[config.mk]
export PLATFORM = sky130hd
export DESIGN_NAME = pid_top
export DESIGN_NICKNAME = d
export VERILOG_FILES = /design/src/common/pid_pkg.sv /design/src/pid_filter/pid_filter.sv /design/src/pid_param_regs.sv /design/src/pid_top.sv
export SDC_FILE = /design/constraint.sdc
export NUM_CORES = 2
export LEC_CHECK = 0
export ABC_AREA = 0
export BUFFER_PORTS_ARGS = -buffer_cell sky130_fd_sc_hd__buf_2
export CORE_MARGIN = 2
export CORE_UTILIZATION = 55
export DETAILED_ROUTE_END_ITERATION = 10
export PLACE_DENSITY = 0.76
export SYNTH_ARGS = -nofsm -noshare
export SYNTH_HDL_FRONTEND = slang
export SYNTH_SLANG_ARGS = --single-unit
[constraint.sdc]
create_clock -name clk_in -period 8.68 [get_ports clk_in]
set_clock_uncertainty 0.2 [all_clocks]
set_input_delay 0.868 -clock clk_in [delete_from_list [all_inputs] [get_ports clk_in]]
set_output_delay 0.868 -clock clk_in [all_outputs]
set_load 0.01 [all_outputs]
[src/common/pid_pkg.sv]
package pid_pkg;

    // -----------------------------------------------
    // Widths
    // -----------------------------------------------
    // Input sample and setpoint
    localparam int pid_w_din = 18;
    // Each of P, I and D
    localparam int pid_w_coef = 16;
    // Up to 16 channels
    localparam int pid_w_chan = 4;
    // Write bus payload
    localparam int pid_w_wr_data = 32;

    // -----------------------------------------------
    // Register map
    // -----------------------------------------------
    typedef enum logic [2:0] {
        addr_setpoint  = 3'd0,
        addr_p_coef    = 3'd1,
        addr_i_coef    = 3'd2,
        addr_d_coef    = 3'd3,
        addr_inv_error = 3'd4,
        // Data bit 0 requests a channel history clear
        addr_clr_rqst  = 3'd5
    } pid_addr_e;

    // -----------------------------------------------
    // Bundles
    // -----------------------------------------------
    // Tagged input sample
    typedef struct packed {
        logic [pid_w_chan-1:0]       chan;
        logic signed [pid_w_din-1:0] data;
    } pid_sample_t;

    // Settings of one channel
    typedef struct packed {
        logic signed [pid_w_din-1:0]  setpoint;
        logic signed [pid_w_coef-1:0] p_coef;
        logic signed [pid_w_coef-1:0] i_coef;
        logic signed [pid_w_coef-1:0] d_coef;
        logic                         inv_error;
    } pid_coef_t;

    // One register write
    typedef struct packed {
        pid_addr_e                addr;
        logic [pid_w_chan-1:0]    chan;
        logic [pid_w_wr_data-1:0] data;
    } pid_wr_t;

    // Unity proportional gain out of reset
    localparam pid_coef_t pid_coef_reset = '{
        setpoint:  '0,
        p_coef:    16'sd1,
        i_coef:    16'sd0,
        d_coef:    16'sd0,
        inv_error: 1'b0
    };

endpackage

[src/pid_filter/pid_filter.sv]
`timescale 1ns/1ps

module pid_filter
    import pid_pkg::*;
#(
    parameter int N_CHAN = 8,
    parameter int W_DOUT = 24
) (
    input  logic                     clk_in,
    input  logic                     rst_n,
    // Sample stream
    input  logic                     dv_in,
    input  pid_sample_t              sample_in,
    // Settings and clear pulses from the register block
    input  pid_coef_t [N_CHAN-1:0]   coef,
    input  logic [N_CHAN-1:0]        clr,
    // Controller output
    output logic                     dv_out,
    output logic [pid_w_chan-1:0]    chan_out,
    output logic signed [W_DOUT-1:0] data_out
);

    // -----------------------------------------------
    // Widths and limits
    // -----------------------------------------------
    // One bit more than the sample for the difference
    localparam int w_err = pid_w_din + 1;
    // Headroom for P+I+D and -P-2D
    localparam int w_k = pid_w_coef + 2;
    localparam int w_prod = w_k + w_err;
    // Sum of three products
    localparam int w_delta = w_prod + 2;
    // Previous output plus delta without overflow
    localparam int w_sum = ((W_DOUT > w_delta) ? W_DOUT : w_delta) + 1;
    localparam int w_idx = (N_CHAN > 1) ? $clog2(N_CHAN) : 1;

    localparam logic signed [W_DOUT-1:0] max_dout = {1'b0, {(W_DOUT-1){1'b1}}};
    localparam logic signed [W_DOUT-1:0] min_dout = {1'b1, {(W_DOUT-1){1'b0}}};

    // Memory index from a channel tag
    function automatic logic [w_idx-1:0] idx(input logic [pid_w_chan-1:0] chan);
        return chan[w_idx-1:0];
    endfunction

    // -----------------------------------------------
    // Valid and channel pipeline
    // -----------------------------------------------
    logic [6:1]            dv_p;
    logic [pid_w_chan-1:0] chan_p [1:6];

    // Each stage drops its valid while its channel is cleared
    always_ff @(posedge clk_in or negedge rst_n) begin
        if (!rst_n) begin
            dv_p <= '0;
        end else begin
            dv_p[1] <= dv_in && !clr[idx(sample_in.chan)];
            for (int s = 2; s <= 6; s++) begin
                dv_p[s] <= dv_p[s-1] && !clr[idx(chan_p[s-1])];
            end
        end
    end

    // Channel tag rides along
    always_ff @(posedge clk_in) begin
        chan_p[1] <= sample_in.chan;
        for (int s = 2; s <= 6; s++) begin
            chan_p[s] <= chan_p[s-1];
        end
    end

    // -----------------------------------------------
    // History memories
    // -----------------------------------------------
    logic signed [w_err-1:0]  err_prev1_mem [N_CHAN];
    logic signed [w_err-1:0]  err_prev2_mem [N_CHAN];
    logic signed [W_DOUT-1:0] dout_prev_mem [N_CHAN];

    // -----------------------------------------------
    // Stage 1, fetch settings
    // -----------------------------------------------
    logic signed [pid_w_din-1:0] din_p1;
    pid_coef_t                   coef_p1;

    always_ff @(posedge clk_in) begin
        din_p1  <= sample_in.data;
        coef_p1 <= coef[idx(sample_in.chan)];
    end

    // -----------------------------------------------
    // Stage 2, error and k-coefficients
    // -----------------------------------------------
    logic signed [w_err-1:0] err_raw;
    logic signed [w_err-1:0] err_p2;
    logic signed [w_err-1:0] err_prev1_p2;
    logic signed [w_err-1:0] err_prev2_p2;
    logic signed [w_k-1:0]   k1_p2;
    logic signed [w_k-1:0]   k2_p2;
    logic signed [w_k-1:0]   k3_p2;

    assign err_raw = w_err'(coef_p1.setpoint) - w_err'(din_p1);

    always_ff @(posedge clk_in) begin
        // Complement gives -e-1
        err_p2 <= coef_p1.inv_error ? ~err_raw : err_raw;
        // Velocity form coefficients
        k1_p2 <= w_k'(coef_p1.p_coef) + w_k'(coef_p1.i_coef) + w_k'(coef_p1.d_coef);
        k2_p2 <= -w_k'(coef_p1.p_coef) - (w_k'(coef_p1.d_coef) <<< 1);
        k3_p2 <= w_k'(coef_p1.d_coef);
        // Previous two errors of this channel
        err_prev1_p2 <= err_prev1_mem[idx(chan_p[1])];
        err_prev2_p2 <= err_prev2_mem[idx(chan_p[1])];
    end

    // -----------------------------------------------
    // Stage 3, products and error writeback
    // -----------------------------------------------
    logic signed [w_prod-1:0] prod1_p3;
    logic signed [w_prod-1:0] prod2_p3;
    logic signed [w_prod-1:0] prod3_p3;

    always_ff @(posedge clk_in) begin
        prod1_p3 <= w_prod'(k1_p2) * w_prod'(err_p2);
        prod2_p3 <= w_prod'(k2_p2) * w_prod'(err_prev1_p2);
        prod3_p3 <= w_prod'(k3_p2) * w_prod'(err_prev2_p2);
    end

    // Shift error history, a clear overrides the write
    always_ff @(posedge clk_in or negedge rst_n) begin
        if (!rst_n) begin
            err_prev1_mem <= '{default: '0};
            err_prev2_mem <= '{default: '0};
        end else begin
            if (dv_p[2]) begin
                err_prev1_mem[idx(chan_p[2])] <= err_p2;
                err_prev2_mem[idx(chan_p[2])] <= err_prev1_p2;
            end
            for (int c = 0; c < N_CHAN; c++) begin
                if (clr[c]) begin
                    err_prev1_mem[c] <= '0;
                    err_prev2_mem[c] <= '0;
                end
            end
        end
    end

    // -----------------------------------------------
    // Stage 4, delta and previous output
    // -----------------------------------------------
    logic signed [w_delta-1:0] delta_p4;
    logic signed [W_DOUT-1:0]  dout_prev_p4;

    always_ff @(posedge clk_in) begin
        delta_p4 <= w_delta'(prod1_p3) + w_delta'(prod2_p3) + w_delta'(prod3_p3);
        // Written back two stages later
        dout_prev_p4 <= dout_prev_mem[idx(chan_p[3])];
    end

    // -----------------------------------------------
    // Stage 5, accumulate and saturate
    // -----------------------------------------------
    logic signed [w_sum-1:0]  sum_p5;
    logic signed [W_DOUT-1:0] dout_p5;

    assign sum_p5 = w_sum'(dout_prev_p4) + w_sum'(delta_p4);

    always_ff @(posedge clk_in) begin
        if (sum_p5 > w_sum'(max_dout)) begin
            dout_p5 <= max_dout;
        end else if (sum_p5 < w_sum'(min_dout)) begin
            dout_p5 <= min_dout;
        end else begin
            dout_p5 <= sum_p5[W_DOUT-1:0];
        end
    end

    // -----------------------------------------------
    // Stage 6, output writeback and register
    // -----------------------------------------------
    logic signed [W_DOUT-1:0] dout_p6;

    always_ff @(posedge clk_in) begin
        dout_p6 <= dout_p5;
    end

    // Saturated value becomes next previous output
    always_ff @(posedge clk_in or negedge rst_n) begin
        if (!rst_n) begin
            dout_prev_mem <= '{default: '0};
        end else begin
            if (dv_p[5]) begin
                dout_prev_mem[idx(chan_p[5])] <= dout_p5;
            end
            for (int c = 0; c < N_CHAN; c++) begin
                if (clr[c]) begin
                    dout_prev_mem[c] <= '0;
                end
            end
        end
    end

    assign dv_out   = dv_p[6];
    assign chan_out = chan_p[6];
    assign data_out = dout_p6;

    // -----------------------------------------------
    // Input rules
    // -----------------------------------------------
    // Output history is read in stage 4 and written in stage 6
    a_chan_spacing: assert property (@(posedge clk_in) disable iff (!rst_n)
        dv_in |-> !(($past(dv_in, 1) && $past(sample_in.chan, 1) == sample_in.chan) ||
                    ($past(dv_in, 2) && $past(sample_in.chan, 2) == sample_in.chan) ||
                    ($past(dv_in, 3) && $past(sample_in.chan, 3) == sample_in.chan)))
        else $error("channel %0d samples closer than 4 cycles", sample_in.chan);

    // Only configured channels may enter
    a_chan_range: assert property (@(posedge clk_in) disable iff (!rst_n)
        dv_in |-> (int'(sample_in.chan) < N_CHAN))
        else $error("sample on channel %0d beyond N_CHAN", sample_in.chan);

endmodule

[src/pid_param_regs.sv]
`timescale 1ns/1ps

module pid_param_regs
    import pid_pkg::*;
#(
    parameter int N_CHAN = 8
) (
    input  logic                   clk_in,
    input  logic                   rst_n,
    // Register write bus
    input  logic                   wr_en,
    input  pid_wr_t                wr,
    // Per-channel settings
    output pid_coef_t [N_CHAN-1:0] coef,
    // One-cycle clear pulses
    output logic [N_CHAN-1:0]      clr
);

    // -----------------------------------------------
    // Write decode
    // -----------------------------------------------
    logic [N_CHAN-1:0]            wr_hit;
    logic                         clr_set;
    logic signed [pid_w_din-1:0]  wr_setpoint;
    logic signed [pid_w_coef-1:0] wr_coef;

    // Channel match, out-of-range channels hit nothing
    always_comb begin
        for (int c = 0; c < N_CHAN; c++) begin
            wr_hit[c] = wr_en && (int'(wr.chan) == c);
        end
    end

    // Field slices of the write data
    assign wr_setpoint = wr.data[pid_w_din-1:0];
    assign wr_coef     = wr.data[pid_w_coef-1:0];

    // Clear request with bit 0 set
    assign clr_set = (wr.addr == addr_clr_rqst) && wr.data[0];

    // -----------------------------------------------
    // Settings register file
    // -----------------------------------------------
    always_ff @(posedge clk_in or negedge rst_n) begin
        if (!rst_n) begin
            for (int c = 0; c < N_CHAN; c++) begin
                coef[c] <= pid_coef_reset;
            end
        end else begin
            for (int c = 0; c < N_CHAN; c++) begin
                if (wr_hit[c]) begin
                    case (wr.addr)
                        addr_setpoint:  coef[c].setpoint  <= wr_setpoint;
                        addr_p_coef:    coef[c].p_coef    <= wr_coef;
                        addr_i_coef:    coef[c].i_coef    <= wr_coef;
                        addr_d_coef:    coef[c].d_coef    <= wr_coef;
                        addr_inv_error: coef[c].inv_error <= wr.data[0];
                        // Clear request and unused addresses
                        default: ;
                    endcase
                end
            end
        end
    end

    // -----------------------------------------------
    // Clear pulses
    // -----------------------------------------------
    // High for the cycle after the write
    // Drops back to zero unless the request is repeated
    always_ff @(posedge clk_in or negedge rst_n) begin
        if (!rst_n) begin
            clr <= '0;
        end else begin
            for (int c = 0; c < N_CHAN; c++) begin
                clr[c] <= wr_hit[c] && clr_set;
            end
        end
    end

    // The filter relies on one-cycle flushes
    for (genvar g = 0; g < N_CHAN; g++) begin : g_clr_chk
        a_clr_pulse: assert property (@(posedge clk_in) disable iff (!rst_n)
            clr[g] |=> !clr[g])
            else $error("clr of channel %0d held for two cycles", g);
    end

endmodule

[src/pid_top.sv]
`timescale 1ns/1ps

module pid_top
    import pid_pkg::*;
#(
    parameter int N_CHAN = 8,
    parameter int W_DOUT = 24
) (
    input  logic                     clk_in,
    input  logic                     rst_n,
    // Register write bus
    input  logic                     wr_en,
    input  pid_wr_t                  wr,
    // Sample stream
    input  logic                     dv_in,
    input  pid_sample_t              sample_in,
    // Controller output
    output logic                     dv_out,
    output logic [pid_w_chan-1:0]    chan_out,
    output logic signed [W_DOUT-1:0] data_out
);

    // Settings and clear pulses into the pipeline
    pid_coef_t [N_CHAN-1:0] coef;
    logic [N_CHAN-1:0]      clr;

    // Per-channel register file
    pid_param_regs #(
        .N_CHAN (N_CHAN)
    ) i_pid_param_regs (
        .clk_in (clk_in),
        .rst_n  (rst_n),
        .wr_en  (wr_en),
        .wr     (wr),
        .coef   (coef),
        .clr    (clr)
    );

    // Six-stage PID datapath
    pid_filter #(
        .N_CHAN (N_CHAN),
        .W_DOUT (W_DOUT)
    ) i_pid_filter (
        .clk_in    (clk_in),
        .rst_n     (rst_n),
        .dv_in     (dv_in),
        .sample_in (sample_in),
        .coef      (coef),
        .clr       (clr),
        .dv_out    (dv_out),
        .chan_out  (chan_out),
        .data_out  (data_out)
    );

endmodule
==> impl_metrics.tcl <==
set metrics [dict create \
    drc 0 \
    worstPathRequired_ns 9.22 \
    die-area_mm2 0.189 \
    syn_nets 11100 \
    fin_crit_ns 7.61 \
    grt.overflow.total 0 \
    worst_ep_arrival_time_ns 8.15 \
    status "completed" \
    ys_seq_area_share_pct 34.3 \
    cp_slowest_cell "dfxtp_1" \
    cts_inserted_buffers 149 \
    slowest_delay_ns 1.05 \
    fin_util_pct 59.4 \
    synthCells 9575 \
    dr.pass1.iters 7 \
    io_buffers 79 \
    root_buffer "clkbuf_16" \
    vias_per_cell 5.89 \
    ios 94 \
    hpwl_um 184000 \
    postCtsResizedCells 0 \
    place_congestion 0.924 \
    crit_fanout 26 \
    yosysUniqueCellTypes 95 \
    ys_warn_count 0 \
    postSynthAreaPerCell_um2 10.6 \
    hp-class "primary input to flop" \
    synth-seq-cells 1484 \
    crit_chain "nand2_1, fa_1, fa_1, fa_1, fa_1, inv_1, fa_1, inv_1, fa_1, inv_1, ha_1, a21o_1, nand2b_1, o21ai_0, a21oi_1, o21ba_2, o21ai_0, o2111ai_1, a311o_1, a21oi_1, xnor2_1" \
    grt_pass1_vias 75500 \
    cpMostUsedCell "fa_1" \
    synth_most_common_cell "nand2_1" \
    grt_pass1_wl_um 420000 \
    clkTransAtPathRegs_ns 0.06 \
    nets 10900 \
    cts_setup_buffers 0 \
    start_kind "flop" \
    synth_edf_count 0 \
    clk_path_buf_depth 3 \
    hold_violations 0 \
    fmax_mhz 131 \
    cts_hold_buf 20 \
    grt_max_degree 183 \
    yosysTopAreaCell "dfrtp_1" \
    synthTopCellsByCount "1588 x nand2_1, 1210 x inv_1, 1052 x fa_1" \
    endpoint_kind "flop" \
    final_cell_area_mm2 0.110 \
    fp.dieW_um 435 \
    synthToLayoutAreaGrowth_pct 7.69 \
    grt_antenna_before_repair 11 \
    cts_sinks 1484 \
    fp.dieH_um 435 \
    slew_viol_final 0 \
    fin_crit_sh_pct 87.7 \
    r2r_slack_ns 1.07 \
    slew_headroom_pct 18.4 \
    wl_um 264000 \
    tightestPinTransition_ns 1.22 \
    postPlaceCellArea_mm2 0.105 \
    critical_path.top_delay_family "adder cells" \
    start_util_pct 55.2 \
    tritoncts "yes" \
    tns_ns 0 \
    crit_type "flop to flop" \
    synth_top_flop_cell "dfrtp_1" \
    netlist.area_leader.share_pct 25.5 \
    crit_buf_inv 3 \
    netlist_area_mm2 0.102 \
    rsz0062_at_grt "false" \
    async_flop_share_pct 70.5 \
    routedWlPerCell_um 22.0 \
    yosys-top-cells-area "dfrtp_1 25%, fa_1 21%, dfxtp_1 8.6%, mux2_2 7.4%, mux4_2 6.0%" \
    drive_gt1_share_pct 15.6 \
    h-tree-depth 4 \
    num_rows 158 \
    insertion_delay_ns 0.82 \
    via_count 70700 \
    coreArea_mm2 0.185 \
    setup_viol 0 \
    drtAntennaViolNets 0 \
    cap_viol_max_count 0 \
    grt_usage_pct 28.9 \
    drt_iter0_drc 6109 \
]
-- layout by cell type, fill, tap and decap left out, types with 57 or more instances in the layout --
cell | synthesis | routed
o21ai_0 | 94 | 94
buf_2 | 10 | 75
dfrtp_1 | 1038 | 1030
clkbuf_16 | 0 | 151
nand2_1 | 1588 | 1588
a21oi_1 | 658 | 658
inv_1 | 1210 | 1210
ha_1 | 420 | 420
mux2_2 | 666 | 666
xor2_1 | 57 | 57
dfxtp_1 | 438 | 432
xnor2_1 | 171 | 171
mux4_2 | 270 | 270
fa_1 | 1052 | 1052
nor2_1 | 208 | 198
buf_4 | 1 | 139
and2_1 | 492 | 492
a21o_1 | 74 | 74
-- cell families (layout without fill, tap and decap cells) --
group           after synthesis  count (layout)  synth area share [%]
compound gates             1060            1060                  6.30
flops                      1484            1484                  34.3
fa+ha+maj                  1472            1472                  25.8
buf+inv                    1773            1731                  6.58
xor+xnor                    228             228                  1.96
simple gates               2607            2607                  11.6
other cells                   0               2                     0
mux                         951             951                  13.5
-- layer usage --
metal / routed length, um / share of wire (%) / track usage, %
met5: 56 / 0.021 / 0
met4: 18900 / 7.1 / 18.2
met3: 22300 / 8.4 / 5.34
met2: 124000 / 47 / 46.2
met1: 99100 / 37 / 36.4
-- sequential cells by signal, indices dropped and copies added (netlist names), 24 cells and up --
signal,count
i_pid_filter.err_prev1_mem,152
i_pid_filter.coef_p1,67
i_pid_filter.err_prev2_mem,152
i_pid_filter.prod2_p3,37
i_pid_filter.dout_prev_mem,192
i_pid_filter.dout_p5,24
i_pid_filter.dout_prev_p4,24
i_pid_filter.prod1_p3,37
i_pid_filter.prod3_p3,35
i_pid_filter.data_out,24
i_pid_filter.delta_p4,39
i_pid_filter.chan_p,24
i_pid_param_regs.coef,536
-- worst register-to-register path, stage by stage (launching register included) --
cell and delay (ns):
dfxtp_1 1.05, nand2_1 0.22, fa_1 0.56, fa_1 0.60
fa_1 0.45, fa_1 0.55, inv_1 0.05, fa_1 0.48
inv_1 0.05, fa_1 0.48, inv_1 0.04, ha_1 0.35
a21o_1 0.22, nand2b_1 0.17, o21ai_0 0.23, a21oi_1 0.14
o21ba_2 0.30, o21ai_0 0.38, o2111ai_1 0.35, a311o_1 0.37
a21oi_1 0.18, xnor2_1 0.13
-- per-stage QoR --
stage | setup slack (ns) | hold slack [ns] | std cells
floorplan | 1.99 | 0.110 | 9575
global placement | 1.19 | 0.117 | 11700
detailed placement | 1.18 | 0.117 | 11700
CTS | 1.10 | 0.0597 | 12000
global route | 0.684 | 0.0968 | 12000
finish | 1.07 | 0.106 | 12000
-- worst paths after layout --
| path | cells after the start | end | from |
|---|---|---|---|
| min in group asynchronous | 2 | i_pid_filter.dout_prev_mem[167]$_DFFE_PN0P_ | rst_n |
| worst max-delay path | 21 | i_pid_filter.prod2_p3[36]$_DFF_P_ | i_pid_filter.err_prev1_p2[10]$_DFF_P_ |
| worst min register to register | 0 | i_pid_filter.chan_p[1][3]$_DFF_P_ | i_pid_filter.chan_p[0][7]$_DFF_P_ |
| worst min-delay path | 2 | i_pid_filter.dv_p[1]$_DFF_PN0_ | dv_in |
| worst max register to register | 21 | i_pid_filter.prod2_p3[36]$_DFF_P_ | i_pid_filter.err_prev1_p2[10]$_DFF_P_ |
| max in group asynchronous | 4 | i_pid_filter.err_prev2_mem[17]$_DFFE_PN0P_ | rst_n |
-- cell type report --
| class | count | area [um2] |
|---|---|---|
| fillers | 14600 | 75000 |
| well taps | 2480 | 3100 |
| inverters | 1210 | 4540 |
| clock inverters | 54 | 703 |
| multi-input cells | 6318 | 60400 |
| repair buffers | 242 | 1760 |
| flip-flops and latches | 1484 | 35000 |
| clock buffers | 225 | 4360 |
| diodes | 2 | 5.00 |
Power is left out: the tool's default activity adds up to more than one toggle a clock period on the data nets, which glitch-free logic cannot reach.
